==> config.mk <==
export PLATFORM = sky130hd
export DESIGN_NAME = vc_map_top
export DESIGN_NICKNAME = d
export VERILOG_FILES = /design/src/hw/vc_map_pkg.sv /design/src/hw/mem_req_if.sv /design/src/hw/vc_addr_hash.sv /design/src/hw/vc_map_ctrl.sv /design/src/hw/vc_map_stage.sv /design/src/hw/vc_map_top.sv
export SDC_FILE = /design/constraint.sdc
export NUM_CORES = 1
export LEC_CHECK = 0
export BUFFER_PORTS_ARGS = -buffer_cell sky130_fd_sc_hd__buf_2
export CAP_MARGIN = 10
export CORE_ASPECT_RATIO = 1.75
export CORE_UTILIZATION = 40
export CTS_CLUSTER_SIZE = 16
export DETAILED_ROUTE_END_ITERATION = 7
export GPL_TIMING_DRIVEN = 0
export PLACE_DENSITY = 0.69
export SYNTH_ARGS = -nofsm -noshare
export SYNTH_HDL_FRONTEND = slang
export SYNTH_HIERARCHICAL = 1
export SYNTH_SLANG_ARGS = --single-unit
==> constraint.sdc <==
create_clock -name clk -period 6.56 [get_ports clk]
set_input_delay 1.312 -clock clk [delete_from_list [all_inputs] [get_ports clk]]
set_output_delay 1.312 -clock clk [all_outputs]
set_load 0.01 [all_outputs]
==> src/hw/vc_map_pkg.sv <==
// ==============================
// VC mapper package
// Widths, channel and length encodings, the request header
// and the mapping configuration shared by all mapper blocks
// ==============================

package vc_map_pkg;

    // ==============================
    // Widths and constants
    // ==============================

    // Cache-line address width
    localparam int addr_w = 42;
    // Request tag width
    localparam int mdata_w = 16;
    // Write data width carried on the write stream
    localparam int data_w = 64;
    // Ratio and hash index width, the share is counted in 64ths
    localparam int ratio_w = 6;
    // Share of mapped requests sent to vl0 when no override is written
    localparam int ratio_default = 16;

    // CRC-32 generator polynomial, non-reflected form
    localparam logic [31:0] crc32_poly = 32'h04c11db7;

    // Control word layout
    localparam int cfg_w = 10;
    localparam int cfg_bit_enable = 0;
    localparam int cfg_bit_map_all = 1;
    localparam int cfg_bit_override = 2;
    // Ratio field is ratio_w bits starting here
    localparam int cfg_ratio_lsb = 3;
    localparam int cfg_bit_always_vl0 = 9;

    // ==============================
    // Types
    // ==============================

    // Channel encoding, va asks the mapper to pick a physical channel
    typedef enum logic [1:0] {va = 2'd0, vl0 = 2'd1, vh0 = 2'd2, vh1 = 2'd3} vc_t;

    // Request length in cache lines, 3 lines is not legal
    typedef enum logic [1:0] {len1 = 2'd0, len2 = 2'd1, len4 = 2'd3} cl_len_t;

    typedef logic [ratio_w-1:0] ratio_t;

    // Header fields the mapper looks at, 47 bits
    typedef struct packed {
        logic [addr_w-1:0] addr;
        cl_len_t           cl_len;
        vc_t               vc;
        logic              map_va;
    } req_hdr_t;

    // Current mapping configuration, 9 bits
    typedef struct packed {
        logic   enable;
        logic   map_all;
        ratio_t ratio;
        logic   always_vl0;
    } map_cfg_t;

    typedef struct packed {
        logic [mdata_w-1:0] mdata;
    } rd_payload_t;

    typedef struct packed {
        logic [mdata_w-1:0] mdata;
        logic [data_w-1:0]  data;
    } wr_payload_t;

endpackage

==> src/hw/mem_req_if.sv <==
// ==============================
// Memory request interface
// Valid/ready request channel with a header and
// a payload whose type is set per stream
// ==============================

`timescale 1ns/10ps

interface mem_req_if
#(
    parameter type payload_t = logic
);

    // A transfer happens on a clock edge where valid and ready are both high
    logic                 valid;
    logic                 ready;
    vc_map_pkg::req_hdr_t hdr;
    payload_t             payload;

    // Producer side, holds valid, hdr and payload until the transfer
    modport source
    (
        output valid,
        output hdr,
        output payload,
        input  ready
    );

    // Consumer side
    modport sink
    (
        input  valid,
        input  hdr,
        input  payload,
        output ready
    );

endinterface

==> src/hw/vc_addr_hash.sv <==
// ==============================
// Address hash
// Swizzles a cache-line address and folds it through
// CRC-32 into a 6-bit mapping index
// ==============================

`timescale 1ns/10ps

module vc_addr_hash
(
    input  logic [vc_map_pkg::addr_w-1:0] addr,
    output vc_map_pkg::ratio_t            idx
);

    // The two low line bits are covered by multi-line requests
    logic [31:0] a;
    // Swizzled word fed to the CRC
    logic [31:0] swz;
    // CRC remainder after all 32 bits are shifted in
    logic [31:0] crc;

    // Dropping bits 1..0 keeps every line of a 2 or 4 line request on
    // the same channel as its first line
    assign a = addr[33:2];

    // Bits 4 and 5 of the input barely reach the low six bits of the
    // CRC, so swap them with high address bits that matter less
    assign swz = {a[29:4], a[31:30], a[3:0]};

    // Serial CRC-32 with zero start value and no final inversion,
    // MSB first, unrolled by the loop into plain XOR logic
    always_comb
    begin : crc_fold
        logic fb;

        crc = '0;
        for (int i = 31; i >= 0; i--)
        begin
            fb = crc[31] ^ swz[i];
            crc = {crc[30:0], 1'b0};
            if (fb)
            begin
                crc = crc ^ vc_map_pkg::crc32_poly;
            end
        end
    end

    // Only the low bits index the 64-entry ratio range
    assign idx = crc[vc_map_pkg::ratio_w-1:0];

endmodule

==> src/hw/vc_map_ctrl.sv <==
// ==============================
// Mapping control register
// Decodes the control word on a config strobe and
// holds the active mapping configuration
// ==============================

`timescale 1ns/10ps

module vc_map_ctrl
(
    input  logic                         clk,
    input  logic                         reset,
    input  logic                         cfg_valid,
    input  logic [vc_map_pkg::cfg_w-1:0] cfg_word,
    output vc_map_pkg::map_cfg_t         cfg
);

    // Configuration decoded from the incoming word
    vc_map_pkg::map_cfg_t cfg_next;

    // Field extraction from the control word
    always_comb
    begin
        cfg_next.enable = cfg_word[vc_map_pkg::cfg_bit_enable];
        cfg_next.map_all = cfg_word[vc_map_pkg::cfg_bit_map_all];
        cfg_next.always_vl0 = cfg_word[vc_map_pkg::cfg_bit_always_vl0];

        // Without the override bit the word's ratio field is ignored
        if (cfg_word[vc_map_pkg::cfg_bit_override])
        begin
            cfg_next.ratio = cfg_word[vc_map_pkg::cfg_ratio_lsb +: vc_map_pkg::ratio_w];
        end
        else
        begin
            cfg_next.ratio = vc_map_pkg::ratio_t'(vc_map_pkg::ratio_default);
        end
    end

    // ==============================
    // Configuration register
    // ==============================

    // Mapping comes up enabled with the default ratio and explicit
    // channels left alone
    always_ff @(posedge clk)
    begin
        if (reset)
        begin
            cfg.enable <= 1'b1;
            cfg.map_all <= 1'b0;
            cfg.ratio <= vc_map_pkg::ratio_t'(vc_map_pkg::ratio_default);
            cfg.always_vl0 <= 1'b0;
        end
        else if (cfg_valid)
        begin
            // The new setting is seen by the stages one cycle later
            cfg <= cfg_next;
        end
    end

endmodule

==> src/hw/vc_map_stage.sv <==
// ==============================
// Mapping pipeline stage
// Two-register valid/ready pipeline that hashes the request
// address and rewrites the channel of qualifying requests
// ==============================

`timescale 1ns/10ps

module vc_map_stage
#(
    parameter type payload_t = logic
)
(
    input  logic                 clk,
    input  logic                 reset,
    input  vc_map_pkg::map_cfg_t cfg,
    mem_req_if.sink              req_in,
    mem_req_if.source            req_out
);

    // Stage one holds the request and the index of its address
    logic                 s1_valid;
    vc_map_pkg::req_hdr_t s1_hdr;
    payload_t             s1_payload;
    vc_map_pkg::ratio_t   s1_idx;

    // Stage two holds the request with its final channel
    logic                 s2_valid;
    vc_map_pkg::req_hdr_t s2_hdr;
    payload_t             s2_payload;

    // Hash of the address presented at the input
    vc_map_pkg::ratio_t in_idx;

    // Each register loads when the one after it is empty or draining
    logic s1_advance;
    logic s2_advance;

    // Channel rewrite for the request in stage one
    logic                 qualifies;
    vc_map_pkg::vc_t      mapped_vc;
    vc_map_pkg::req_hdr_t mapped_hdr;

    vc_addr_hash hash_i
    (
        .addr (req_in.hdr.addr),
        .idx  (in_idx)
    );

    // ==============================
    // Flow control
    // ==============================

    assign s2_advance = !s2_valid || req_out.ready;
    assign s1_advance = !s1_valid || s2_advance;

    // A stall fills stage two first, then stage one, and only then
    // drops the input ready
    assign req_in.ready = s1_advance;

    always_ff @(posedge clk)
    begin
        if (reset)
        begin
            s1_valid <= 1'b0;
            s2_valid <= 1'b0;
        end
        else
        begin
            if (s1_advance)
            begin
                s1_valid <= req_in.valid;
            end
            if (s2_advance)
            begin
                s2_valid <= s1_valid;
            end
        end
    end

    // ==============================
    // Channel mapping
    // ==============================

    always_comb
    begin
        // Mapping applies to va requests, or to every channel in map_all mode
        qualifies = cfg.enable && s1_hdr.map_va &&
                    ((s1_hdr.vc == vc_map_pkg::va) || cfg.map_all);

        // Indexes below the ratio go to vl0, the rest split evenly on bit 0
        if ((s1_idx < cfg.ratio) || cfg.always_vl0)
        begin
            mapped_vc = vc_map_pkg::vl0;
        end
        else if (s1_idx[0])
        begin
            mapped_vc = vc_map_pkg::vh0;
        end
        else
        begin
            mapped_vc = vc_map_pkg::vh1;
        end

        mapped_hdr = s1_hdr;
        if (qualifies)
        begin
            mapped_hdr.vc = mapped_vc;
        end
    end

    // Data registers move with their stage and carry no reset
    always_ff @(posedge clk)
    begin
        if (s1_advance)
        begin
            s1_hdr <= req_in.hdr;
            s1_payload <= req_in.payload;
            s1_idx <= in_idx;
        end
        if (s2_advance)
        begin
            s2_hdr <= mapped_hdr;
            s2_payload <= s1_payload;
        end
    end

    assign req_out.valid = s2_valid;
    assign req_out.hdr = s2_hdr;
    assign req_out.payload = s2_payload;

endmodule

==> src/hw/vc_map_top.sv <==
// ==============================
// VC mapper top level
// Read and write request streams mapped onto physical
// channels under one shared control register
// ==============================

`timescale 1ns/10ps

module vc_map_top
(
    input  logic                           clk,
    input  logic                           reset,

    // Control word strobe
    input  logic                           cfg_valid,
    input  logic [vc_map_pkg::cfg_w-1:0]   cfg_word,

    // Read requests in
    input  logic                           rd_in_valid,
    output logic                           rd_in_ready,
    input  logic [vc_map_pkg::addr_w-1:0]  rd_in_addr,
    input  vc_map_pkg::cl_len_t            rd_in_len,
    input  vc_map_pkg::vc_t                rd_in_vc,
    input  logic                           rd_in_map_va,
    input  logic [vc_map_pkg::mdata_w-1:0] rd_in_mdata,

    // Read requests out
    output logic                           rd_out_valid,
    input  logic                           rd_out_ready,
    output logic [vc_map_pkg::addr_w-1:0]  rd_out_addr,
    output vc_map_pkg::cl_len_t            rd_out_len,
    output vc_map_pkg::vc_t                rd_out_vc,
    output logic                           rd_out_map_va,
    output logic [vc_map_pkg::mdata_w-1:0] rd_out_mdata,

    // Write requests in
    input  logic                           wr_in_valid,
    output logic                           wr_in_ready,
    input  logic [vc_map_pkg::addr_w-1:0]  wr_in_addr,
    input  vc_map_pkg::cl_len_t            wr_in_len,
    input  vc_map_pkg::vc_t                wr_in_vc,
    input  logic                           wr_in_map_va,
    input  logic [vc_map_pkg::mdata_w-1:0] wr_in_mdata,
    input  logic [vc_map_pkg::data_w-1:0]  wr_in_data,

    // Write requests out
    output logic                           wr_out_valid,
    input  logic                           wr_out_ready,
    output logic [vc_map_pkg::addr_w-1:0]  wr_out_addr,
    output vc_map_pkg::cl_len_t            wr_out_len,
    output vc_map_pkg::vc_t                wr_out_vc,
    output logic                           wr_out_map_va,
    output logic [vc_map_pkg::mdata_w-1:0] wr_out_mdata,
    output logic [vc_map_pkg::data_w-1:0]  wr_out_data
);

    vc_map_pkg::map_cfg_t cfg;

    mem_req_if #(.payload_t(vc_map_pkg::rd_payload_t)) rd_in ();
    mem_req_if #(.payload_t(vc_map_pkg::rd_payload_t)) rd_out ();
    mem_req_if #(.payload_t(vc_map_pkg::wr_payload_t)) wr_in ();
    mem_req_if #(.payload_t(vc_map_pkg::wr_payload_t)) wr_out ();

    // ==============================
    // Port to interface wiring
    // ==============================

    assign rd_in.valid = rd_in_valid;
    assign rd_in.hdr = '{addr: rd_in_addr, cl_len: rd_in_len, vc: rd_in_vc,
                         map_va: rd_in_map_va};
    assign rd_in.payload.mdata = rd_in_mdata;
    assign rd_in_ready = rd_in.ready;

    assign rd_out_valid = rd_out.valid;
    assign rd_out_addr = rd_out.hdr.addr;
    assign rd_out_len = rd_out.hdr.cl_len;
    assign rd_out_vc = rd_out.hdr.vc;
    assign rd_out_map_va = rd_out.hdr.map_va;
    assign rd_out_mdata = rd_out.payload.mdata;
    assign rd_out.ready = rd_out_ready;

    // Write data rides along untouched with the tag
    assign wr_in.valid = wr_in_valid;
    assign wr_in.hdr = '{addr: wr_in_addr, cl_len: wr_in_len, vc: wr_in_vc,
                         map_va: wr_in_map_va};
    assign wr_in.payload = '{mdata: wr_in_mdata, data: wr_in_data};
    assign wr_in_ready = wr_in.ready;

    assign wr_out_valid = wr_out.valid;
    assign wr_out_addr = wr_out.hdr.addr;
    assign wr_out_len = wr_out.hdr.cl_len;
    assign wr_out_vc = wr_out.hdr.vc;
    assign wr_out_map_va = wr_out.hdr.map_va;
    assign wr_out_mdata = wr_out.payload.mdata;
    assign wr_out_data = wr_out.payload.data;
    assign wr_out.ready = wr_out_ready;

    // ==============================
    // Control and the two streams
    // ==============================

    vc_map_ctrl ctrl_i
    (
        .clk       (clk),
        .reset     (reset),
        .cfg_valid (cfg_valid),
        .cfg_word  (cfg_word),
        .cfg       (cfg)
    );

    // Both streams see the same configuration but never stall each other
    vc_map_stage #(.payload_t(vc_map_pkg::rd_payload_t)) rd_stage_i
    (
        .clk     (clk),
        .reset   (reset),
        .cfg     (cfg),
        .req_in  (rd_in),
        .req_out (rd_out)
    );

    vc_map_stage #(.payload_t(vc_map_pkg::wr_payload_t)) wr_stage_i
    (
        .clk     (clk),
        .reset   (reset),
        .cfg     (cfg),
        .req_in  (wr_in),
        .req_out (wr_out)
    );

endmodule

==> summary.md, run 1 <==
| Metric | Value |
|---|---|
| GRT met2 Usage | `28.7%` |
| Vias | `6816` |
| Root Buffer | `clkbuf_16` |
| Worst skew pair latency | `0.52 ns` |
| Hold Startpoint | `rd_stage_i/mapped_hdr[17]` |
| Final HPWL DP | `20.2 mm` |
| Syn nets | `812` |
| IO Port Bufs | `400` |
| PwrDens | `342 nW/um^2` |
| RD Place Congestion | `0.813` |
| DRT iter0 DRCs | `332` |
| Crit path launch | `rd_out_ready` |
| Top cells by area, synth | `edfxtp_1 (84%), xnor2_1 (3.4%), xnor3_1 (3.2%)` |
| Clock-pin slew on the worst setup and hold paths | `0.06 ns` |
| Synth top area share | `84.2%` |
| Die width | `143 um` |
| Most frequent cell after synthesis | `edfxtp_1` |
| Final Cycle Share | `56.8%` |
| Top Ports | `401` |
| M3 GR Usage | `5.34%` |
| Origin of the critical flop-to-flop path | `wr_stage_i/req_out.valid` |
| Crit Path Max Fanout | `68` |
| Async S/R FF share, synth | `0%` |
| Cts repair resizes | `0` |
| Overflow after GRT | `0` |
| Syn avg cell area | `23.5 sq um` |
| CTS tree | `built` |
| Vias per cell | `4.47` |
| Post-Syn Area | `14000 sq um` |
| Top_reg_cell synth | `edfxtp_1` |
| Hold WC Path Type | `reg2reg` |
| Worst endpoint data arrival time | `2.41 ns` |
| XOR/XNOR share of the synthesized area | `9.82%` |
| Busiest grt layer | `met2` |
| CTS buffer count | `37` |
| Clock sinks | `405` |
| Detail Route Antenna Nets | `0` |
| Final hold vios | `0` |
| Most used cell, CP | `buf_2` |
| Status | `completed` |
| Adder-cell share of the synthesized area | `0.895%` |
| Number of max-cap violations | `0` |
| Synth Area in Simple Gates | `1.35%` |
| Final Skew | `0.0195 ns` |
| Fillcell total | `2828` |
| Starting density of the core | `40.6%` |
| Final Max Tran Viols | `0` |
| Vias in the first global route | `7099` |
| Die area | `35700 sq um` |
| First-pass GRT wire length | `39.9 mm` |
| Wire per inst | `18.2 um` |
| Worst setup SP type | `input pin` |
| Slew headroom | `61.8%` |
| Cts hold-fix bufs | `0` |
| Post-synthesis mux area share | `0.143%` |
| Final Setup Violations | `0` |
| Global-route usage over all layers | `15.3%` |
| Achievable Freq | `0.269 GHz` |
| Initial antenna violation count | `11` |
| DRC Markers | `0` |
| M1 GR Usage | `14.8%` |
| Slowest CP cell | `nor2b_1` |
| Power Total | `6.10 mW` |
| Share of post-route cells with drive strength above 1 | `45.1%` |
| H-tree levels | `2` |
| Clock buffer depth | `3` |
| Post-CTS Setup Inserts | `0` |
| Top cells by count, synth | `edfxtp_1 (392), xnor2_1 (54), xnor3_1 (20), inv_1 (14), xor2_1 (14)` |
| Distinct cell type count after synthesis | `32` |
| Largest area contributor in the netlist | `edfxtp_1` |
| Layout area overhead | `27.4%` |
| Pleak | `7.34 nW` |
| EDFF count, synth | `392` |
| Cells after synthesis | `595` |
| First-pass DRT Iterations | `6` |
| Die Y | `249 um` |
| Peak supply drop | `231 uV` |
| Final WL | `27.8 mm` |
| Row count | `90` |
| Seq/Total Area, Yosys | `86.0%` |
| Crit-path cells | `buf_2 -> nor2b_1 -> nand2_4 -> buf_16 -> buf_2` |
| Largest net degree at the start of global routing | `103` |
| Yosys warns | `6` |
| Crit path time final | `3.72 ns` |
| Type of the worst setup path | `in2out` |
| Max incr delay on CP | `0.35 ns` |
| Critical Path RT | `5.25 ns` |
| Nets | `1256` |
| Number of synthesized register bits | `405` |
| Setup TNS | `0 ns` |
| Tightest Pin Transition | `0.572 ns` |
| Core area | `34500 sq um` |
| Main combinational cell family by area after synthesis | `XOR/XNOR gates` |
| Synth Area in Compound Gates | `1.15%` |
| RSZ-0062 raised after global routing | `no` |
| Crit end category | `output pin` |
placed cells by master (no fill, tap or decap), drive strengths merged, types with 3 or more instances in the layout:
master	Yosys	final
buf	4	409
edfxtp	392	392
xnor2	54	54
clkbuf	0	47
xnor3	22	22
xor2	16	16
inv	14	15
nor2	13	13
dfxtp	13	13
a21oi	13	13
clkinv	0	11
ha	10	10
xor3	10	10
nand2b	7	7
diode	0	5
nand3	5	5
nand2	4	4
nor2b	3	3
registers in the layout (all words and copies together), names as in the netlist, 2 cells and up:
signal and flops:
wr_stage_i/req_out.payload 80, rd_stage_i/req_out.payload 16, rd_stage_i/s1_hdr 2, wr_stage_i/req_out.hdr 47
ctrl_i/cfg 9, wr_stage_i/s1_payload 80, rd_stage_i/s1_idx 6, wr_stage_i/s1_idx 6
rd_stage_i/s1_payload 16, wr_stage_i/s1_hdr 2, wr_stage_i/mapped_hdr 45, rd_stage_i/req_out.hdr 47
rd_stage_i/mapped_hdr 45
per-stage QoR:
step | cell area, sq um | setup WS [ns] | hold WS [ns] | utilization [%] | cells
2_1_floorplan | 14000 | 1.01 | 0.400 | - | 595
6_report | 17800 | 2.84 | 0.413 | 51.7 | 1526
4_1_cts | 17800 | 2.81 | 0.402 | 51.7 | 1521
3_5_place_dp | 16700 | 2.81 | 0.405 | 48.5 | 1460
3_3_place_gp | 16600 | -0.885 | 0.400 | 48.1 | 1455
5_1_grt | 17800 | 2.76 | 0.416 | 51.7 | 1526
worst max-delay path, delay by kind of cell:
kind / cells / cell delay, ns
buf+inv: 3 / 0.54
simple gates: 2 / 0.48
path summary, 6_finish.rpt:
path,end,slack [ns],depth (start not counted)
max,rd_in_ready,2.84,5
min,rd_stage_i/req_out.hdr[17],0.41,0
max reg2reg,wr_stage_i/s1_payload[26],4.78,4
min reg2reg,rd_stage_i/req_out.hdr[17],0.41,0
metal layers:
metal | part of all wire, % | vias to the layer above
met4 | 3.2 | 10
met1 | 33 | 3252
met5 | 0.27 | -
li1 | - | 3183
met2 | 55 | 301
met3 | 9.0 | 70
power breakdown:
part,internal (mW),switching (mW)
clock network,1.08,0.879
logic,0.555,0.417
registers,3.10,0.0622
cell families (layout without fill, tap and decap cells):
group / count (synthesis) / after routing
xor gates and xnor gates: 102 / 102
buffers and inverters: 18 / 484
muxes: 2 / 2
and+or+nand+nor: 36 / 36
DFF: 405 / 405
other: 0 / 5
adders and majority gates: 10 / 10
AOI/OAI and AO/OA: 22 / 22
cell type report:
class	instances	area, sq um	area share, %
diodes	5	12.5	0.0702
plain buffers	4	31.3	0.176
clock buffers	47	1000	5.64
clock inverters	14	87.6	0.492
inverters	14	57.6	0.323
multi-input cells	172	1880	10.6
flip-flops and latches	405	12000	67.5
well taps	460	576	3.23
repair buffers	405	2130	12.0
No activity file was read; power rests on OpenSTA's default activity.
==> inputs of run 2 (changes only) <==
--- a/config.mk
+++ b/config.mk
@@ -12,7 +12,7 @@
 export CTS_CLUSTER_SIZE = 16
 export DETAILED_ROUTE_END_ITERATION = 7
 export GPL_TIMING_DRIVEN = 0
-export PLACE_DENSITY = 0.69
+export PLACE_DENSITY = 0.72
 export SYNTH_ARGS = -nofsm -noshare
 export SYNTH_HDL_FRONTEND = slang
 export SYNTH_HIERARCHICAL = 1
==> constraint.sdc (replaced) <==
create_clock -name clk -period 3 [get_ports clk]
set_input_delay 0.6 -clock clk [delete_from_list [all_inputs] [get_ports clk]]
set_output_delay 0.6 -clock clk [all_outputs]
set_load 0.01 [all_outputs]
==> summary.md, run 2 (synthesis gave the netlist of run 1 again) <==
| Metric | Value |
|---|---|
| Status | `completed` |
| Placed Cells | `1460 (unchanged)` |
| Global-route usage over all layers | `15.5% (+0.18 points)` |
| Post-CTS Setup Inserts | `0 (unchanged)` |
| Final Skew | `0.0160 ns (-0.00350 ns)` |
| RSZ-0062 raised after global routing | `no` |
| Die Y | `249 um (unchanged)` |
| Hold Path End | `wr_stage_i/s1_payload[9]` |
| Max incr delay on CP | `0.36 ns (about the same)` |
| DRT iter0 DRCs | `246 (-26%)` |
| Root Buffer | `clkbuf_16` |
| Worst setup SP type | `flip-flop` |
| Worst endpoint data arrival time | `1.84 ns (-0.57 ns)` |
| Die area | `35700 sq um (unchanged)` |
| Die width | `143 um (unchanged)` |
| Vias in the first global route | `7145 (+0.65%)` |
| Slowest CP cell | `nor2b_1` |
| Power Total | `13.6 mW (+120%)` |
| CTS buffer count | `37 (unchanged)` |
| Final Cycle Share | `81.4%` |
| Hold WC Path Type | `in2reg` |
| Final HPWL DP | `20.4 mm (+0.82%)` |
| First-pass DRT Iterations | `4 (-2)` |
| Final Max Tran Viols | `0 (unchanged)` |
| Setup TNS | `0 ns (unchanged)` |
| Origin of the critical flop-to-flop path | `wr_stage_i/req_out.valid` |
| Number of max-cap violations | `0 (unchanged)` |
| Vias | `6814 (-0.029%)` |
| RD Place Congestion | `0.798 (-1.8%)` |
| Non-filler instance count after layout | `1532 (+0.39%)` |
| Place WS | `0.176 ns (-2.63 ns)` |
| Core area | `34500 sq um (unchanged)` |
| Crit Path Max Fanout | `69 (+1.5%)` |
| DRC Markers | `0 (unchanged)` |
| Critical Path RT | `2.40 ns (-2.85 ns)` |
| Hold depth | `1 (+1)` |
| Wire per inst | `18.2 um (-0.22%)` |
| Largest net degree at the start of global routing | `77 (-25%)` |
| H-tree levels | `2 (unchanged)` |
| Top Ports | `401 (unchanged)` |
| Vias per cell | `4.45 (-0.42%)` |
| First-pass GRT wire length | `40.3 mm (+1.0%)` |
| Crit end category | `output pin` |
| Nets | `1256 (unchanged)` |
| Crit path time final | `2.44 ns` |
| Peak supply drop | `528 uV (+130%)` |
| Worst setup margin | `0.558 ns (-2.28 ns)` |
| Crit-path cells | `nor2b_1 -> nand2_4 -> buf_16 -> buf_2` |
| Initial antenna violation count | `10 (-1)` |
| Row count | `90 (unchanged)` |
| Cts hold-fix bufs | `0 (unchanged)` |
| Pleak | `7.36 nW (+0.22%)` |
| Clock buffer depth | `3 (unchanged)` |
| Tightest Pin Transition | `0.863 ns (+0.292 ns)` |
| Overflow after GRT | `0 (unchanged)` |
| Achievable Freq | `0.410 GHz` |
| Worst skew pair latency | `0.53 ns (about the same)` |
| R2R Setup Slk | `0.84 ns (-3.94 ns)` |
| IO Port Bufs | `400 (unchanged)` |
| Type of the worst setup path | `reg2out` |
| Final hold vios | `0 (unchanged)` |
| Final WL | `27.8 mm (+0.18%)` |
| Cts repair resizes | `0 (unchanged)` |
| PwrDens | `760 nW/um^2 (+120%)` |
| CTS tree | `built` |
| Slew headroom | `42.3% (-20 points)` |
| Detail Route Antenna Nets | `0 (unchanged)` |
| Clock sinks | `405 (unchanged)` |
| Commonest cells after routing, fill and taps aside | `buf_2 (401), edfxtp_1 (392), xnor2_1 (54), clkbuf_16 (38), xnor3_1 (20)` |
| Final Setup Violations | `0 (unchanged)` |
| Clock-pin slew on the worst setup and hold paths | `0.06 ns (about the same)` |
| Commonest non-fill, non-tap cell in the layout | `buf_2` |
| FF-to-FF End | `wr_stage_i/req_out.hdr[43]` |
| Hold Startpoint | `wr_in_data[9]` |
| Starting density of the core | `40.6% (unchanged)` |
| R2r worst-path depth | `3 (-1)` |
| Crit path launch | `rd_stage_i/req_out.valid` |
| Share of post-route cells with drive strength above 1 | `45.0% (about the same)` |
| Layout area overhead | `28.2%` |
==> run 2: metal layers <==
| metal | track usage [%] | wire length (um) | share of wire [%] | up-vias |
|---|---|---|---|---|
| li1 | - | - | - | 3191 |
| met1 | 15.0 | 9130 | 33 | 3253 |
| met2 | 28.8 | 15300 | 55 | 300 |
| met3 | 5.38 | 2450 | 8.8 | 62 |
| met4 | 7.29 | 855 | 3.1 | 8 |
| met5 | 0 | 60 | 0.22 | - |
==> run 2: worst max-delay path: cells and delay by family (launching register included) <==
kind,cells,cell delay (ns)
AND/OR/NAND/NOR,2,0.48
buffers and inverters,2,0.44
flip-flops,1,0.32
==> run 2: worst max path at each step <==
stage	to	slack (ns)	cells after the start
after floorplan	wr_stage_i/req_out.hdr[0]	-0.03	2
after global placement	wr_in_ready	-1.08	4
after detailed placement	rd_stage_i/s1_idx[4]	0.18	6
after CTS	rd_in_ready	0.53	4
after global routing	rd_in_ready	0.46	4
final	rd_in_ready	0.56	4
==> run 2: final cells by class <==
| class | count | area [sq um] |
|---|---|---|
| fillers | 2852 | 16500 |
| flip-flops and latches | 405 | 12000 |
| repair buffers | 405 | 2120 |
| multi-input cells | 172 | 1900 |
| clock buffers | 47 | 995 |
| well taps | 460 | 576 |
| clock inverters | 19 | 200 |
| inverters | 14 | 56.3 |
| plain buffers | 4 | 31.3 |
| diodes | 6 | 15.0 |
==> run 2: power by group <==
| part | leakage [nW] | internal, mW | total (mW) | switching [mW] |
|---|---|---|---|---|
| sequential | 4.23 | 6.79 | 6.92 | 0.132 |
| clock | 0.565 | 2.63 | 4.60 | 1.97 |
| combinational | 2.57 | 1.21 | 2.10 | 0.888 |
==> run 2: metrics by stage <==
stage | hold WS (ns) | area, sq um | utilization, %
floorplan | 0.400 | 14000 | -
global placement | 0.400 | 16600 | 48.1
detailed placement | 0.405 | 16700 | 48.5
CTS | 0.203 | 17900 | 52.0
global route | 0.204 | 17900 | 52.0
finish | 0.238 | 17900 | 52.0
